### src/ctl_pkg.sv
package ctl_pkg;

  ////////////////////
  // timing constants

  localparam int SYNC_STAGES       = 2;  // flops per async input synchronizer
  localparam int LONG_RESET_CYCLES = 16; // master reset held this long means full reset
  localparam int DONE_DELAY_STAGES = 5;  // extra stages after the done-flag synchronizer

  ////////////////////
  // control vectors

  typedef logic [4:0] rst_cnt_t;    // holds 0 .. LONG_RESET_CYCLES
  typedef logic [1:0] buf_flags_t;  // one done flag per memory buffer half

  // readout FSM, owner of the link
  typedef enum logic [1:0] {
    IDLE,         // command data on the link
    WAIT_CMD_END, // fill requested, command packet still open
    STREAM_MEM,   // memory data on the link
    DONE          // one-cycle end of fill
  } readout_state_t;

endpackage

### src/link_pkg.sv
package link_pkg;

  ////////////////////
  // sizes

  localparam int WORDS_PER_BURST = 4; // 32-bit link words per memory burst

  ////////////////////
  // payload vectors

  typedef logic [31:0] word_t;                                // one serial link word
  typedef logic [WORDS_PER_BURST*$bits(word_t)-1:0] burst_t;  // one memory read burst

  ////////////////////
  // streams, ready travels separately in the opposite direction

  // 34 bits: valid, last, data
  typedef struct packed {
    logic  valid;
    logic  last;   // final word of a packet
    word_t data;
  } word_stream_t;

  // 130 bits: valid, last, data
  typedef struct packed {
    logic   valid;
    logic   last;  // final burst of a fill
    burst_t data;
  } burst_stream_t;

  // one word taken by the link
  typedef struct packed {
    logic fire;    // valid and ready both high this cycle
    logic last;    // that word closed a packet
  } link_xfer_t;

endpackage

### src/burst_unpacker.sv
module burst_unpacker (
  input  logic                    clk125,
  input  logic                    rst_n,
  input  logic                    full_reset,     // sync clear, drops a held burst
  input  link_pkg::burst_stream_t mem_rd,         // 128-bit bursts from memory
  output logic                    mem_rd_ready,
  output link_pkg::word_stream_t  mem_word,       // 32-bit words toward the link mux
  input  logic                    mem_word_ready
);

  link_pkg::burst_t burst_q; // held burst, payload only
  logic             last_q;  // held burst closes the fill
  logic             full_q;  // a burst is held
  logic [$clog2(link_pkg::WORDS_PER_BURST)-1:0] idx_q; // word being offered
  logic             at_end;  // offering the fourth word
  logic             take;    // word taken this cycle
  logic             accept;  // burst taken this cycle

  assign at_end = (idx_q == ($bits(idx_q))'(link_pkg::WORDS_PER_BURST - 1));
  assign take   = full_q && mem_word_ready;
  assign accept = mem_rd.valid && mem_rd_ready;

  // refill in the same cycle the fourth word leaves
  assign mem_rd_ready = !full_q || (take && at_end);

  // lowest word first
  assign mem_word.valid = full_q;
  assign mem_word.last  = last_q && at_end;
  assign mem_word.data  =
    burst_q[idx_q*$bits(link_pkg::word_t) +: $bits(link_pkg::word_t)];

  ////////////////////
  // control

  always_ff @(posedge clk125 or negedge rst_n) begin
    if (!rst_n) begin
      full_q <= 1'b0;
      idx_q  <= '0;
      last_q <= 1'b0;
    end else if (full_reset) begin
      full_q <= 1'b0;
      idx_q  <= '0;
      last_q <= 1'b0;
    end else if (accept) begin
      full_q <= 1'b1;
      idx_q  <= '0;          // new burst starts at its low word
      last_q <= mem_rd.last;
    end else if (take) begin
      idx_q <= idx_q + 1'b1; // wraps to 0 after the fourth word
      if (at_end) begin
        full_q <= 1'b0;
      end
    end
  end

  // burst payload
  always_ff @(posedge clk125) begin
    if (accept) begin
      burst_q <= mem_rd.data;
    end
  end

endmodule

### src/channel_readout_top.sv
module channel_readout_top (
  input  logic                    clk125,
  input  logic                    rst_n,

  // control from the master FPGA, all async
  input  logic                    rst_from_master,
  input  logic                    readout_pause,
  input  ctl_pkg::buf_flags_t     ext_done_buffer,
  input  logic                    ddr3_buffer,

  // fill readout request from the command side
  input  logic                    read_req,

  // command processor stream
  input  link_pkg::word_stream_t  cmd_tx,
  output logic                    cmd_tx_ready,

  // memory read bursts
  input  link_pkg::burst_stream_t mem_rd,
  output logic                    mem_rd_ready,

  // serial link
  output link_pkg::word_stream_t  link_tx,
  input  logic                    link_tx_ready,

  // status
  output logic                    read_done,
  output logic                    acq_done_latch,
  output logic                    evt_cnt_reset,
  output logic                    full_reset
);

  link_pkg::word_stream_t mem_word;       // unpacker to mux
  logic                   mem_word_ready;
  link_pkg::link_xfer_t   link_xfer;      // mux to readout FSM
  logic                   use_mem_data;   // readout FSM to mux

  ////////////////////
  // reset sorting

  master_reset_timer i_master_reset_timer (
    .clk125          (clk125),
    .rst_n           (rst_n),
    .rst_from_master (rst_from_master),
    .evt_cnt_reset   (evt_cnt_reset),
    .full_reset      (full_reset)
  );

  ////////////////////
  // readout path

  readout_fsm i_readout_fsm (
    .clk125       (clk125),
    .rst_n        (rst_n),
    .full_reset   (full_reset),
    .read_req     (read_req),
    .link_xfer    (link_xfer),
    .use_mem_data (use_mem_data),
    .read_done    (read_done)
  );

  burst_unpacker i_burst_unpacker (
    .clk125         (clk125),
    .rst_n          (rst_n),
    .full_reset     (full_reset),
    .mem_rd         (mem_rd),
    .mem_rd_ready   (mem_rd_ready),
    .mem_word       (mem_word),
    .mem_word_ready (mem_word_ready)
  );

  link_tx_mux i_link_tx_mux (
    .clk125         (clk125),
    .rst_n          (rst_n),
    .readout_pause  (readout_pause),
    .use_mem_data   (use_mem_data),
    .cmd_tx         (cmd_tx),
    .cmd_tx_ready   (cmd_tx_ready),
    .mem_word       (mem_word),
    .mem_word_ready (mem_word_ready),
    .link_tx        (link_tx),
    .link_tx_ready  (link_tx_ready),
    .link_xfer      (link_xfer)
  );

  ////////////////////
  // idle buffer done flag

  done_delay i_done_delay (
    .clk125          (clk125),
    .rst_n           (rst_n),
    .full_reset      (full_reset),
    .ext_done_buffer (ext_done_buffer),
    .ddr3_buffer     (ddr3_buffer),
    .acq_done_latch  (acq_done_latch)
  );

endmodule

### src/done_delay.sv
module done_delay (
  input  logic                clk125,
  input  logic                rst_n,
  input  logic                full_reset,      // sync clear of the delay line
  input  ctl_pkg::buf_flags_t ext_done_buffer, // async, last self-trigger written, per half
  input  logic                ddr3_buffer,     // async, half currently being written
  output logic                acq_done_latch   // idle half is safe to read
);

  ctl_pkg::buf_flags_t [ctl_pkg::SYNC_STAGES-1:0]       flag_sync_q; // flag synchronizer
  logic                [ctl_pkg::SYNC_STAGES-1:0]       buf_sync_q;  // buffer select sync
  ctl_pkg::buf_flags_t [ctl_pkg::DONE_DELAY_STAGES-1:0] dly_q;       // read FIFO catch-up
  logic                                                 buf_s;

  assign buf_s = buf_sync_q[ctl_pkg::SYNC_STAGES-1];

  ////////////////////
  // synchronizers

  always_ff @(posedge clk125 or negedge rst_n) begin
    if (!rst_n) begin
      flag_sync_q <= '0;
      buf_sync_q  <= '0;
    end else begin
      flag_sync_q <= {flag_sync_q[ctl_pkg::SYNC_STAGES-2:0], ext_done_buffer};
      buf_sync_q  <= {buf_sync_q[ctl_pkg::SYNC_STAGES-2:0], ddr3_buffer};
    end
  end

  // the read side of the memory FIFO lags the write side, hold the flags back
  always_ff @(posedge clk125 or negedge rst_n) begin
    if (!rst_n) begin
      dly_q <= '0;
    end else if (full_reset) begin
      dly_q <= '0;
    end else begin
      dly_q <= {dly_q[ctl_pkg::DONE_DELAY_STAGES-2:0], flag_sync_q[ctl_pkg::SYNC_STAGES-1]};
    end
  end

  // flag of the half not being written
  assign acq_done_latch = dly_q[ctl_pkg::DONE_DELAY_STAGES-1][~buf_s];

endmodule

### src/link_tx_mux.sv
module link_tx_mux (
  input  logic                   clk125,
  input  logic                   rst_n,
  input  logic                   readout_pause,  // async level from the master
  input  logic                   use_mem_data,   // select memory words over commands
  input  link_pkg::word_stream_t cmd_tx,         // command processor stream
  output logic                   cmd_tx_ready,
  input  link_pkg::word_stream_t mem_word,       // unpacked memory stream
  output logic                   mem_word_ready,
  output link_pkg::word_stream_t link_tx,        // toward the serial link
  input  logic                   link_tx_ready,
  output link_pkg::link_xfer_t   link_xfer       // word taken by the link
);

  logic [ctl_pkg::SYNC_STAGES-1:0] pause_q;  // pause synchronizer
  logic                            pause_s;  // synchronized pause
  link_pkg::word_stream_t          src;      // selected source
  logic                            ready_g;  // link ready, gated by pause

  ////////////////////
  // pause sync, comes out of reset paused so nothing moves until it settles

  always_ff @(posedge clk125 or negedge rst_n) begin
    if (!rst_n) begin
      pause_q <= '1;
    end else begin
      pause_q <= {pause_q[ctl_pkg::SYNC_STAGES-2:0], readout_pause};
    end
  end

  assign pause_s = pause_q[ctl_pkg::SYNC_STAGES-1];

  ////////////////////
  // 2:1 select, no added latency

  assign src = use_mem_data ? mem_word : cmd_tx;

  assign link_tx.valid = src.valid && !pause_s;
  assign link_tx.last  = src.last;
  assign link_tx.data  = {<<{src.data}}; // link wants the bit order swapped

  // ready only to the active source
  assign ready_g        = link_tx_ready && !pause_s;
  assign mem_word_ready = use_mem_data && ready_g;
  assign cmd_tx_ready   = !use_mem_data && ready_g;

  // transfer report for the readout FSM
  assign link_xfer.fire = link_tx.valid && link_tx_ready;
  assign link_xfer.last = link_tx.last;

endmodule

### src/master_reset_timer.sv
module master_reset_timer (
  input  logic clk125,
  input  logic rst_n,
  input  logic rst_from_master, // async level from the master FPGA
  output logic evt_cnt_reset,   // short pulse seen
  output logic full_reset       // long pulse seen
);

  logic [ctl_pkg::SYNC_STAGES-1:0] sync_q; // master reset synchronizer
  logic                            pulse_s; // synchronized master reset
  ctl_pkg::rst_cnt_t               cnt_q;   // synchronized cycles high, saturating
  logic                            at_long; // count has hit the full-reset threshold

  assign pulse_s = sync_q[ctl_pkg::SYNC_STAGES-1];
  assign at_long = (cnt_q == ctl_pkg::rst_cnt_t'(ctl_pkg::LONG_RESET_CYCLES));

  always_ff @(posedge clk125 or negedge rst_n) begin
    if (!rst_n) begin
      sync_q        <= '0;
      cnt_q         <= '0;
      evt_cnt_reset <= 1'b0;
      full_reset    <= 1'b0;
    end else begin
      sync_q        <= {sync_q[ctl_pkg::SYNC_STAGES-2:0], rst_from_master};
      evt_cnt_reset <= 1'b0; // both outputs are single-cycle strobes
      full_reset    <= 1'b0;
      if (pulse_s) begin
        // measure the pulse, stop at threshold so the long reset fires once
        if (!at_long) begin
          cnt_q      <= cnt_q + ctl_pkg::rst_cnt_t'(1);
          full_reset <= (cnt_q == ctl_pkg::rst_cnt_t'(ctl_pkg::LONG_RESET_CYCLES - 1));
        end
      end else begin
        // falling edge of a short pulse
        evt_cnt_reset <= (cnt_q != '0) && !at_long;
        cnt_q         <= '0;
      end
    end
  end

endmodule

### src/readout_fsm.sv
module readout_fsm (
  input  logic                 clk125,
  input  logic                 rst_n,
  input  logic                 full_reset,   // sync clear from the master reset timer
  input  logic                 read_req,     // start a fill readout, one cycle
  input  link_pkg::link_xfer_t link_xfer,    // words taken by the link
  output logic                 use_mem_data, // memory data owns the link
  output logic                 read_done     // fill readout finished, one cycle
);

  ctl_pkg::readout_state_t state_q;
  ctl_pkg::readout_state_t state_d;
  logic                    cmd_open_q;   // command packet started, last not yet taken
  logic                    cmd_fire;     // command word taken this cycle
  logic                    cmd_open_now; // packet status including this cycle's transfer

  // command data is on the link in every state but STREAM_MEM
  assign cmd_fire     = link_xfer.fire && (state_q != ctl_pkg::STREAM_MEM);
  assign cmd_open_now = cmd_fire ? !link_xfer.last : cmd_open_q;

  ////////////////////
  // next state

  always_comb begin
    state_d = state_q;
    case (state_q)
      ctl_pkg::IDLE: begin
        if (read_req) begin
          // switch only at a packet boundary
          state_d = cmd_open_now ? ctl_pkg::WAIT_CMD_END : ctl_pkg::STREAM_MEM;
        end
      end
      ctl_pkg::WAIT_CMD_END: begin
        if (cmd_fire && link_xfer.last) begin
          state_d = ctl_pkg::STREAM_MEM;
        end
      end
      ctl_pkg::STREAM_MEM: begin
        if (link_xfer.fire && link_xfer.last) begin // last word of the fill
          state_d = ctl_pkg::DONE;
        end
      end
      ctl_pkg::DONE: state_d = ctl_pkg::IDLE;
      default: state_d = ctl_pkg::IDLE;
    endcase
  end

  ////////////////////
  // state and packet tracking

  always_ff @(posedge clk125 or negedge rst_n) begin
    if (!rst_n) begin
      state_q    <= ctl_pkg::IDLE;
      cmd_open_q <= 1'b0;
    end else if (full_reset) begin
      state_q    <= ctl_pkg::IDLE;
      cmd_open_q <= 1'b0;
    end else begin
      state_q    <= state_d;
      cmd_open_q <= cmd_open_now;
    end
  end

  assign use_mem_data = (state_q == ctl_pkg::STREAM_MEM);
  assign read_done    = (state_q == ctl_pkg::DONE);   // link back to commands here

endmodule

### config.mk
export PLATFORM = sky130hd
export DESIGN_NAME = channel_readout_top
export DESIGN_NICKNAME = d
export VERILOG_FILES = /design/src/ctl_pkg.sv /design/src/link_pkg.sv /design/src/burst_unpacker.sv /design/src/channel_readout_top.sv /design/src/done_delay.sv /design/src/link_tx_mux.sv /design/src/master_reset_timer.sv /design/src/readout_fsm.sv
export SDC_FILE = /design/constraint.sdc
export NUM_CORES = 1
export LEC_CHECK = 0
export BUFFER_PORTS_ARGS = -buffer_cell sky130_fd_sc_hd__buf_2
export CAP_MARGIN = 20
export CORE_ASPECT_RATIO = 1.1
export CORE_MARGIN = 4
export CORE_UTILIZATION = 35
export CTS_CLUSTER_DIAMETER = 200
export DETAILED_ROUTE_END_ITERATION = 7
export HOLD_SLACK_MARGIN = 0.03
export PLACE_DENSITY = 0.66
export RECOVER_POWER = 50
export SLEW_MARGIN = 10
export SYNTH_ARGS = -nofsm -noshare
export SYNTH_HDL_FRONTEND = slang
export SYNTH_SLANG_ARGS = --single-unit
### constraint.sdc
create_clock -name clk125 -period 5.1 [get_ports clk125]
set_input_delay 0.255 -clock clk125 [delete_from_list [all_inputs] [get_ports clk125]]
set_output_delay 0.255 -clock clk125 [all_outputs]
set_load 0.01 [all_outputs]
# After elaboration in Yosys (flattened, before gate mapping)
# Cells that the tools add are included.
# classes
n_shift,1
n_lt_le_gt_ge,1
bitwise_logic,1
n_eq_ne,11
n_reduce_logical,26
add_sub_neg,2
muxes,26
# ops
cell,n
$shiftx A128 B8 Y32,1
$mux W34,1
$mux W2,8
$logic_and A1 B1 Y1,13
$mux W1,13
$mux W10,1
$mux W5,2
$pmux W2 S4,1
$eq A2 B2 Y1 const B,3
$ne A3 B3 Y1 const B,2
$reduce_bool A3 Y1,2
$add A5 B1 Y5 const B,1
$eq A5 B4 Y1 const B,1
$eq A5 B5 Y1 const B,1
$logic_not A1 Y1,5
$reduce_bool A5 Y1,1
$ne A2 B2 Y1 const B,2
$ne A3 B2 Y1 const B,1
$reduce_and A3 Y1,1
$add A2 B1 Y2 const B,1
$eq A2 B1 Y1 const B,1
$logic_not A2 Y1,1
$lt A1 B2 Y1 const B,1
$reduce_and A2 Y1,1
3 further kinds,3
# word_totals
elab_cells,87
reg_bits,162
in_bits,173

# Logic depth before layout (Yosys ltp)
# Gate-level depths: netlist of run 1.
# depth
word_depth,11
mapped_depth,7

# Modules after synthesis
# From an unflattened synthesis of run 1, not the netlist that was laid out.
# unflattened
cells_unflattened,329
hier_area_um2,6702.7
# by_module_without_submodules
module,area_each_um2,instances,seq_area_each_um2,cells_per_inst
burst_unpacker,4872.2,1,3943.8,188
link_tx_mux,639.4,1,52.6,47
done_delay,478.0,1,400.4,27
master_reset_timer,415.4,1,225.2,35
readout_fsm,297.8,1,75.1,32

# Worst setup path after synthesis of run 1
# OpenSTA, ideal clock, no wires.
# synth_timing
path_type,register to register
start,reg i_readout_fsm.state_q[0]
end,"reg i_burst_unpacker.burst_q[0], enable pin"
path_buffers,0
path_slack_ps,1031
t_required_ps,4619
arrival_time_ps,3588
synth_period_minus_slack_ps,4069
path_stages_with_launch,7
cell_sequence,dfrtp_1 > inv_1 > ha_1 > nand4b_1 > nand2_1 > nand2_1 > inv_1
# synth_via
elab_chain_cells,6
# synth_rtl
item,line_no,source
"start, declared",readout_fsm.sv:11,ctl_pkg::readout_state_t state_q;
"start signal, assigned",readout_fsm.sv:53,state_q <= ctl_pkg::IDLE;
"start signal, assigned",readout_fsm.sv:56,state_q <= ctl_pkg::IDLE;
"start signal, assigned",readout_fsm.sv:59,state_q <= state_d;
$eq A2 B2 Y1,readout_fsm.sv:64,assign use_mem_data = (state_q == ctl_pkg::STREAM_MEM);
$logic_and A1 B1 Y1,link_tx_mux.sv:44,assign mem_word_ready = use_mem_data && ready_g;
$logic_and A1 B1 Y1,burst_unpacker.sv:20,assign take = full_q && mem_word_ready;
$logic_and A1 B1 Y1,burst_unpacker.sv:24,assign mem_rd_ready = !full_q || (take && at_end);
$logic_or A1 B1 Y1,burst_unpacker.sv:24,
via mem_rd_ready,channel_readout_top.sv:20,"output logic mem_rd_ready,"
$logic_and A1 B1 Y1,burst_unpacker.sv:21,assign accept = mem_rd.valid && mem_rd_ready;
via i_burst_unpacker.accept,burst_unpacker.sv:17,logic accept;
"end signal, assigned",burst_unpacker.sv:59,burst_q <= mem_rd.data;
"end, declared",burst_unpacker.sv:11,link_pkg::burst_t burst_q;
# The timed path passes the listed nets, and every way through them passes these cells.
# A chain may end at the register's enable or synchronous reset.

==> impl_metrics.json, run 1 <==
{
  "synth_area_leaders": "sky130_fd_sc_hd__edfxtp_1 59%, sky130_fd_sc_hd__dfrtp_1 12%, sky130_fd_sc_hd__mux4_2 10%, sky130_fd_sc_hd__mux2_4 6.6%, sky130_fd_sc_hd__ha_1 1.7%",
  "drive_above_1_share": 0.438,
  "area.growth.synth_to_final_pct": 47.8,
  "clock_sink_count": 162,
  "antenna_violations_before_repair": 0,
  "drcViolationCount": 0,
  "post-cts-setup-buffers": 0,
  "routabilityCongestion": 0.779,
  "setup.worst_path.end_class": "output port",
  "n_antenna_cell": 0,
  "max_cap_violations": 1,
  "grt.met3_usage": 0.0530,
  "post-route-util": 0.526,
  "die_area_um2": 21000,
  "pin_count_of_the_biggest_net_entering_global_routing": 129,
  "ctsHtreeMaxLevel": 4,
  "critical_path_class": "register to output port",
  "worst_margin_slew_ns": 1.81,
  "boundaryPins": 213,
  "slew_viol_final": 35,
  "critical_path.max_fanout": 20,
  "synthCells": 317,
  "power_leakage_nw": 3.91,
  "combinationalPowerShare": 0.306,
  "cts_buffers": 17,
  "grt_overflow_total": 0,
  "buffer_ports.inserted": 212,
  "first_global_vias": 4752,
  "peakVddDrop_uv": 212,
  "mostFrequentLayoutCell": "sky130_fd_sc_hd__buf_2",
  "floorplan.rows": 52,
  "power_density_nw_per_um2": 420,
  "setup-violations-final": 0,
  "post_drt_via_cell_ratio": 4.52,
  "fillerInstances": 1475,
  "internal_power_summed_over_all_cells_mw": 2.92,
  "synthDominantAreaCellType": "sky130_fd_sc_hd__edfxtp_1",
  "timing.max_slew.rel_slack": -0.204,
  "finalCritPeriodShare": 0.573,
  "mostFrequentLayoutCells": "190 x sky130_fd_sc_hd__buf_2, 131 x sky130_fd_sc_hd__dlygate4sd3_1, 128 x sky130_fd_sc_hd__edfxtp_1, 30 x sky130_fd_sc_hd__dfrtp_1",
  "rsz0062_at_grt": "no",
  "critPathMaxStageDelay_ns": 0.69,
  "yosys_register_bits": 162,
  "die_outline_height_um": 151,
  "failed_checks": "max-capacitance violations, max-slew violations",
  "starting_density_of_the_core": 0.356,
  "swShare": 0.280,
  "clock_path_buffers": 2,
  "route.antenna.remaining_nets": 0,
  "finalHoldViolations": 0,
  "clk_latency_ns": 0.41,
  "sequential_cell_area_fraction_in_the_yosys_report": 0.717,
  "grt_use_met2": 0.258,
  "grt_first_pass_wirelength_um": 24700,
  "critical_path.slowest_cell": "sky130_fd_sc_hd__dfrtp_2",
  "global_route_usage_over_all_layers": 0.151,
  "met1_usage": 0.181,
  "drtPass1Iterations": 4,
  "reg2reg_slack_ns": 2.37,
  "mean_area_per_synthesized_cell_um2": 20.7,
  "worstPathArrival_ns": 2.67,
  "worst_ep_required_time_ns": 4.85,
  "drt-initial-drc-count": 161,
  "netlist-cell-type-count": 34,
  "vias": 4181,
  "synth.cell_area_um2": 6550,
  "cts.clk_slew.worst_paths_ns": 0.06,
  "layout_min_cycle_time_ns": 2.92,
  "nets": 851,
  "fmax_ghz": 0.342,
  "switching_power_mw": 1.13,
  "tritoncts": "built",
  "synthDominantCellAreaShare": 0.587,
  "ctsRootBufferMaster": "sky130_fd_sc_hd__clkbuf_16",
  "fp.dieW_um": 138,
  "ys_warn_count": 0,
  "run_status": "finished with violations",
  "synth.net_count": 499,
  "timing.hold.worst.class": "input port to register",
  "final.setup_skew_ns": 0.00673,
  "detail_route.wirelength_um": 15600,
  "core_footprint_um2": 18400,
  "detailed_place_hpwl_um": 9500,
  "global_route.peak_usage_layer": "met2",
  "start_kind": "register",
  "setup_total_negative_slack_ns": 0,
  "post_drt_wl_per_cell_um": 16.9,
  "power.sequential.fraction": 0.403,
  "clock_power_share": 0.291,
  "crit_path_cell_trace": "buf_4 > mux4_1 > mux2_2 > buf_2"
}
==> cells by family (layout without fill, tap and decap cells) <==
family	after synthesis	in the layout	share of synthesized area
mux	68	68	0.190
fa+ha+maj	9	9	0.0172
xor+xnor	4	4	0.00535
flops	162	162	0.717
buf+inv	21	385	0.0220
simple gates	42	42	0.0373
compound gates	11	11	0.0107
==> registers in the layout, indices dropped and copies added (netlist names), 2 cells and up <==
signal                       cells
i_readout_fsm.state_q            2
i_master_reset_timer.cnt_q       5
i_master_reset_timer.sync_q      2
i_burst_unpacker.idx_q           2
i_burst_unpacker.burst_q       128
i_done_delay.buf_sync_q          2
i_done_delay.flag_sync_q         4
i_done_delay.dly_q              10
i_link_tx_mux.pause_q            2
==> worst paths after layout <==
path,from,to,cells past startpoint
min,mem_rd[64],i_burst_unpacker.burst_q[64],1
max reg2reg,i_burst_unpacker.idx_q[1],i_burst_unpacker.burst_q[23],6
max in group asynchronous,rst_n,i_burst_unpacker.idx_q[1],2
max,i_burst_unpacker.idx_q[0],link_tx[31],4
min reg2reg,i_done_delay.flag_sync_q[0],i_done_delay.flag_sync_q[2],0
min in group asynchronous,rst_n,i_done_delay.flag_sync_q[1],2
==> worst max-delay path: cells and delay by family, from the launching register on <==
family,cells,cell delay (ns)
DFF,1,0.69
muxes,2,0.94
buffers and inverters,2,0.61
==> per-layer routing <==
metal / share of wire / vias to the layer above / wire length [um]
li1: - / 1956 / -
met1: 0.40 / 2023 / 6320
met2: 0.50 / 180 / 7870
met3: 0.078 / 22 / 1220
met4: 0.013 / 0 / 207
met5: 0 / - / 0
==> cell usage after synthesis <==
master,instances
sky130_fd_sc_hd__ha_1,9
sky130_fd_sc_hd__a21boi_0,2
sky130_fd_sc_hd__a211oi_1,2
sky130_fd_sc_hd__dfrtp_1,32
sky130_fd_sc_hd__nand2b_1,1
sky130_fd_sc_hd__buf_12,3
sky130_fd_sc_hd__buf_6,1
sky130_fd_sc_hd__mux4_1,3
sky130_fd_sc_hd__xor2_1,2
sky130_fd_sc_hd__nor3b_2,1
sky130_fd_sc_hd__buf_2,7
sky130_fd_sc_hd__xnor2_1,2
sky130_fd_sc_hd__nor3b_1,1
sky130_fd_sc_hd__o21ai_0,1
sky130_fd_sc_hd__mux2_2,4
sky130_fd_sc_hd__nor3_2,1
sky130_fd_sc_hd__o22ai_1,1
sky130_fd_sc_hd__nand4b_1,4
sky130_fd_sc_hd__nor2_1,7
sky130_fd_sc_hd__clkbuf_1,2
sky130_fd_sc_hd__and2_1,2
sky130_fd_sc_hd__a21oi_1,4
sky130_fd_sc_hd__mux2i_2,1
sky130_fd_sc_hd__mux2i_1,2
sky130_fd_sc_hd__edfxtp_1,128
sky130_fd_sc_hd__nand3_1,4
sky130_fd_sc_hd__a211o_1,1
sky130_fd_sc_hd__inv_1,8
sky130_fd_sc_hd__and3_1,3
sky130_fd_sc_hd__nor2b_1,11
sky130_fd_sc_hd__mux4_2,29
sky130_fd_sc_hd__nand2_1,7
sky130_fd_sc_hd__dfstp_2,2
sky130_fd_sc_hd__mux2_4,29
==> repair_timing <==
item,CTS,global route
endpoints found under the setup margin,0,0
hold buffers,131,0
gates resized for setup,0,0
endpoints found under the hold margin,162,0
==> per-stage QoR <==
stage	area [um^2]	power (mW)	hold WS [ns]	setup WS, ns	cells
final	9680	4.06	0.0960	2.18	924
after global routing	9680	4.28	0.0904	1.96	924
after CTS	9700	4.11	0.0315	2.07	924
after detailed placement	7840	2.84	0.335	2.33	762
after global placement	7840	2.81	0.335	2.47	762
after floorplan	6550	2.52	-0.0406	1.03	317
==> power groups by stage <==
stage | Combinational, mW | Sequential [mW] | Clock [mW]
floorplan | 0.951 | 1.57 | 0
global placement | 1.14 | 1.67 | 0
detailed placement | 1.16 | 1.67 | 0
CTS | 1.25 | 1.65 | 1.21
global route | 1.35 | 1.66 | 1.27
finish | 1.24 | 1.63 | 1.18
==> final cells by class <==
type,instances,area [um^2],share of cell area
tap,243,304,0.0314
timing repair buffer,346,2380,0.246
sequential,162,4700,0.486
clock buffer,23,497,0.0513
inverter,8,32.5,0.00336
multi-input combinational,134,1710,0.177
clock inverter,8,48.8,0.00504
(Power assumes the default switching activity.)
==> run 2: changes to the inputs <==
==> constraint.sdc (replaced) <==
create_clock -name clk125 -period 2.7 [get_ports clk125]
set_input_delay 0.135 -clock clk125 [delete_from_list [all_inputs] [get_ports clk125]]
set_output_delay 0.135 -clock clk125 [all_outputs]
set_load 0.01 [all_outputs]
==> impl_metrics.json, run 2 (synthesis results as in run 1) <==
{
  "run_status": "finished with violations",
  "failed_checks": "max-capacitance violations, max-slew violations",
  "routabilityCongestion": 0.806,
  "setup_total_negative_slack_ns": 0,
  "layout_min_cycle_time_ns": 2.38,
  "nets": 861,
  "die_outline_height_um": 151,
  "fmax_ghz": 0.419,
  "core_footprint_um2": 18400,
  "hold_ws_ns": 0.114,
  "cts_buffers": 17,
  "finalHoldViolations": 0,
  "mostFrequentLayoutCells": "203 x sky130_fd_sc_hd__buf_2, 137 x sky130_fd_sc_hd__dlygate4sd3_1, 128 x sky130_fd_sc_hd__edfxtp_1, 30 x sky130_fd_sc_hd__dfrtp_1",
  "clock_sink_count": 162,
  "drtPass1Iterations": 4,
  "worstPathArrival_ns": 2.25,
  "placed_cells": 766,
  "rsz0062_at_grt": "no",
  "detailed_place_hpwl_um": 9730,
  "max_cap_violations": 1,
  "layoutNonFillerInstCount": 935,
  "grt_overflow_total": 0,
  "vias": 4244,
  "timing.max_slew.rel_slack": -0.168,
  "start_kind": "register",
  "power_density_nw_per_um2": 799,
  "die_area_um2": 21000,
  "post-route-util": 0.537,
  "power_leakage_nw": 3.99,
  "final.setup_skew_ns": 0.00893,
  "critical_path.max_fanout": 33,
  "clock_power_share": 0.305,
  "global_route_usage_over_all_layers": 0.145,
  "timing.hold.worst.class": "input port to register",
  "post-cts-setup-buffers": 0,
  "starting_density_of_the_core": 0.356,
  "critical_path_class": "register to output port",
  "cts.clk_slew.worst_paths_ns": 0.07,
  "worst_ep_required_time_ns": 2.57,
  "top_regs": "i_burst_unpacker.burst_q x128, i_done_delay.dly_q x10, i_master_reset_timer.cnt_q x5",
  "worst_margin_slew_ns": 1.75,
  "route.antenna.remaining_nets": 0,
  "tritoncts": "built",
  "crit_path_cell_trace": "buf_12 > mux4_1 > mux2_2 > buf_2",
  "setup.worst_path.end_class": "output port",
  "ctsRootBufferMaster": "sky130_fd_sc_hd__clkbuf_16",
  "clock_path_buffers": 2,
  "regMostFlops": "i_burst_unpacker.burst_q",
  "boundaryPins": 213,
  "n_antenna_cell": 0,
  "pin_count_of_the_biggest_net_entering_global_routing": 45,
  "floorplan.rows": 52,
  "first_global_vias": 4591,
  "fp.dieW_um": 138,
  "mostFrequentLayoutCell": "sky130_fd_sc_hd__buf_2",
  "post_drt_wl_per_cell_um": 16.2,
  "drcViolationCount": 0,
  "power.sequential.fraction": 0.371,
  "drive_above_1_share": 0.457,
  "drt-initial-drc-count": 153,
  "post_drt_via_cell_ratio": 4.54,
  "largest_reg_flops": 128,
  "slew_viol_final": 35,
  "swShare": 0.282,
  "antenna_violations_before_repair": 0,
  "finalCritPeriodShare": 0.883,
  "combinationalPowerShare": 0.323,
  "peakVddDrop_uv": 465,
  "internal_power_summed_over_all_cells_mw": 5.67,
  "clk_latency_ns": 0.42,
  "total_power_mw": 7.90,
  "grt_first_pass_wirelength_um": 23500,
  "detail_route.wirelength_um": 15200,
  "buffer_ports.inserted": 212,
  "critPathMaxStageDelay_ns": 0.71,
  "setup-violations-final": 0,
  "ctsHtreeMaxLevel": 4,
  "switching_power_mw": 2.23,
  "critical_path.slowest_cell": "sky130_fd_sc_hd__mux4_1",
  "area.growth.synth_to_final_pct": 50.9
}
[run 2: through the flow]
step	instance area, um^2	setup WS, ns
6_report	9880	0.316
4_1_cts	9900	0.279
2_1_floorplan	6570	-0.502
5_1_grt	9880	0.206
3_3_place_gp	7930	0.740
3_5_place_dp	7930	0.537
[run 2: repair_timing]
item	in CTS	in global routing
resized for setup	0	0
endpoints found under the hold margin	167	0
hold buffers	137	0
[run 2: power groups by stage]
| stage | registers, mW | clock network [mW] | logic [mW] |
|---|---|---|---|
| CTS | 2.93 | 2.48 | 2.60 |
| finish | 2.93 | 2.41 | 2.55 |
| global placement | 2.98 | 0 | 2.40 |
| floorplan | 2.97 | 0 | 1.81 |
| detailed placement | 2.99 | 0 | 2.44 |
| global route | 2.95 | 2.59 | 2.76 |
[run 2: critical path: cells and delay by family, from the launching register on]
kind	cells	cell delay [ns]
muxes	2	1.02
buffers and inverters	2	0.42
DFF	1	0.39
[run 2: path summary, 6_finish.rpt]
kind	start	endpoint	slack (ns)	depth (start not counted)
min in group asynchronous	rst_n	i_done_delay.flag_sync_q[1]	0.72	2
setup / recovery	i_burst_unpacker.idx_q[0]	link_tx[29]	0.32	4
hold reg to reg	i_done_delay.flag_sync_q[0]	i_done_delay.flag_sync_q[2]	0.35	0
setup reg to reg	i_readout_fsm.state_q[0]	i_readout_fsm.state_q[1]	0.57	8
max in group asynchronous	rst_n	i_burst_unpacker.idx_q[0]	0.85	2
hold / removal	read_req	i_readout_fsm.state_q[0]	0.11	4
[run 2: layout make-up]
cell class	count	area, um^2
fill	1431	8530
clock inverter	15	173
inverter	8	33.8
tap	243	304
multi-input combinational	134	1730
sequential	162	4700
clock buffer	17	425
timing repair buffer	356	2520
[run 2: per-layer routing]
metal  routed length, um  global-route usage  vias up
li1                    -                   -     1975
met1                6150               0.176     2078
met2                7810               0.244      170
met3                 948              0.0496       21
met4                 277              0.0534        0
met5                   0                   0        -
==> run 3: changes to the inputs <==
--- a/config.mk
+++ b/config.mk
@@ -7,13 +7,15 @@
 export LEC_CHECK = 0
 export BUFFER_PORTS_ARGS = -buffer_cell sky130_fd_sc_hd__buf_2
 export CAP_MARGIN = 20
+export CELL_PAD_IN_SITES_DETAIL_PLACEMENT = 0
+export CELL_PAD_IN_SITES_GLOBAL_PLACEMENT = 2
 export CORE_ASPECT_RATIO = 1.1
 export CORE_MARGIN = 4
 export CORE_UTILIZATION = 35
 export CTS_CLUSTER_DIAMETER = 200
 export DETAILED_ROUTE_END_ITERATION = 7
 export HOLD_SLACK_MARGIN = 0.03
-export PLACE_DENSITY = 0.66
+export PLACE_DENSITY = 0.85
 export RECOVER_POWER = 50
 export SLEW_MARGIN = 10
 export SYNTH_ARGS = -nofsm -noshare
==> impl_metrics.json, run 3 (synthesis results as in run 1) <==
{
  "layout.cell_area.non_filler_um2": 9820,
  "die_area_um2": 21000,
  "ctsRootBufferMaster": "sky130_fd_sc_hd__clkbuf_16",
  "setup-violations-final": 0,
  "post-cts-setup-buffers": 0,
  "start_kind": "register",
  "n_antenna_cell": 0,
  "timing.hold.worst.class": "input port to register",
  "post_drt_via_cell_ratio": 4.47,
  "layoutNonFillerInstCount": 933,
  "timing.max_slew.rel_slack": -0.207,
  "drive_above_1_share": 0.452,
  "drcViolationCount": 0,
  "critical_path.max_fanout": 33,
  "route.antenna.remaining_nets": 0,
  "cts.clk_slew.worst_paths_ns": 0.07,
  "power.sequential.fraction": 0.373,
  "layout_min_cycle_time_ns": 2.44,
  "swShare": 0.282,
  "final-seq-area_um2": 4700,
  "dpl_worst_slack_ns": 0.391,
  "internal_power_summed_over_all_cells_mw": 5.64,
  "mostFrequentLayoutCell": "sky130_fd_sc_hd__buf_2",
  "rsz0062_at_grt": "no",
  "top_regs": "i_burst_unpacker.burst_q x128, i_done_delay.dly_q x10, i_master_reset_timer.cnt_q x5",
  "vias": 4174,
  "fillerInstances": 1492,
  "cts_buffers": 17,
  "floorplan.rows": 52,
  "drt-initial-drc-count": 127,
  "ctsHtreeMaxLevel": 4,
  "setup_total_negative_slack_ns": 0,
  "fmax_ghz": 0.410,
  "global_route_usage_over_all_layers": 0.144,
  "antenna_violations_before_repair": 2,
  "finalHoldViolations": 0,
  "clk_latency_ns": 0.42,
  "hold_ws_ns": 0.113,
  "grt_first_pass_wirelength_um": 23400,
  "post-route-util": 0.533,
  "post_drt_wl_per_cell_um": 15.9,
  "grt_overflow_total": 0,
  "detail_route.wirelength_um": 14800,
  "slew_viol_final": 35,
  "multiInputGateArea_um2": 1730,
  "final.setup_skew_ns": 0.0154,
  "first_global_vias": 4486,
  "clock_sink_count": 162,
  "mostFrequentLayoutCells": "202 x sky130_fd_sc_hd__buf_2, 137 x sky130_fd_sc_hd__dlygate4sd3_1, 128 x sky130_fd_sc_hd__edfxtp_1, 30 x sky130_fd_sc_hd__dfrtp_1",
  "clock_power_share": 0.310,
  "worstPathArrival_ns": 2.30,
  "worst_setup_path_startpoint": "i_burst_unpacker.idx_q[0]",
  "worst_hold_launch": "read_req",
  "dpl-instance-area_um2": 7860,
  "area.growth.synth_to_final_pct": 50.0,
  "detailed_place_hpwl_um": 9500,
  "boundaryPins": 213,
  "setup.worst_path.end_class": "output port",
  "largest_reg_flops": 128,
  "max_cap_violations": 1,
  "routabilityCongestion": 0.787,
  "switching_power_mw": 2.21,
  "placed_cells": 764,
  "run_status": "finished with violations",
  "buffer_ports.inserted": 212,
  "power_leakage_nw": 3.96,
  "critical_path_class": "register to output port",
  "pin_count_of_the_biggest_net_entering_global_routing": 83,
  "core_footprint_um2": 18400,
  "drtPass1Iterations": 5,
  "worst_ep_required_time_ns": 2.57,
  "worst_margin_slew_ns": 1.81,
  "combinationalPowerShare": 0.317,
  "clock_path_buffers": 2,
  "regMostFlops": "i_burst_unpacker.burst_q",
  "failed_checks": "max-capacitance violations, max-slew violations",
  "fp.dieW_um": 138,
  "die_outline_height_um": 151,
  "power_density_nw_per_um2": 799,
  "nets": 859,
  "startpoint_of_the_worst_slack_reg_to_reg_timing_path": "i_readout_fsm.state_q[0]",
  "tritoncts": "built",
  "final.setup.worst_slack_ns": 0.262,
  "starting_density_of_the_core": 0.356,
  "finalCritPeriodShare": 0.903,
  "peakVddDrop_uv": 460,
  "total_power_mw": 7.85
}
==> run 3: layout make-up <==
cell class | instances | area share
multi-input combinational | 134 | 0.176
tap | 243 | 0.0310
inverter | 8 | 0.00344
sequential | 162 | 0.478
clock buffer | 17 | 0.0433
timing repair buffer | 354 | 0.251
clock inverter | 15 | 0.0176
==> run 3: worst max-delay path: stages (launching register included) <==
cell and delay (ns):
sky130_fd_sc_hd__dfrtp_2 0.37, sky130_fd_sc_hd__buf_6 0.42, sky130_fd_sc_hd__mux4_1 0.64, sky130_fd_sc_hd__mux2_2 0.30, sky130_fd_sc_hd__buf_2 0.14
==> run 3: metal layers <==
metal	wire (um)	global-route usage
met1	5860	0.172
met2	7670	0.244
met3	961	0.0474
met4	278	0.0543
met5	26	0
==> run 3: repair_timing <==
action,in CTS,in global routing
endpoints found under the hold margin,167,0
gates resized for setup,0,1
endpoints found under the setup margin,0,2
hold buffers,137,0
==> run 3: power by group through the flow <==
stage	combinational [mW]	clock [mW]	sequential [mW]
CTS	2.53	2.51	2.93
detailed placement	2.37	0	2.98
floorplan	1.81	0	2.97
global placement	2.32	0	2.97
finish	2.49	2.43	2.93
global route	2.70	2.62	2.95
==> run 3: final timing paths <==
path                                            endpoint  slack [ns]  cells past startpoint
min                             i_readout_fsm.state_q[0]        0.11                      4
min reg2reg                   i_done_delay.buf_sync_q[1]        0.35                      0
max                                          link_tx[29]        0.26                      4
max reg2reg                  i_burst_unpacker.burst_q[9]        0.42                      7
min in group asynchronous  i_master_reset_timer.cnt_q[1]        0.73                      2
max in group asynchronous      i_burst_unpacker.idx_q[1]        0.79                      2
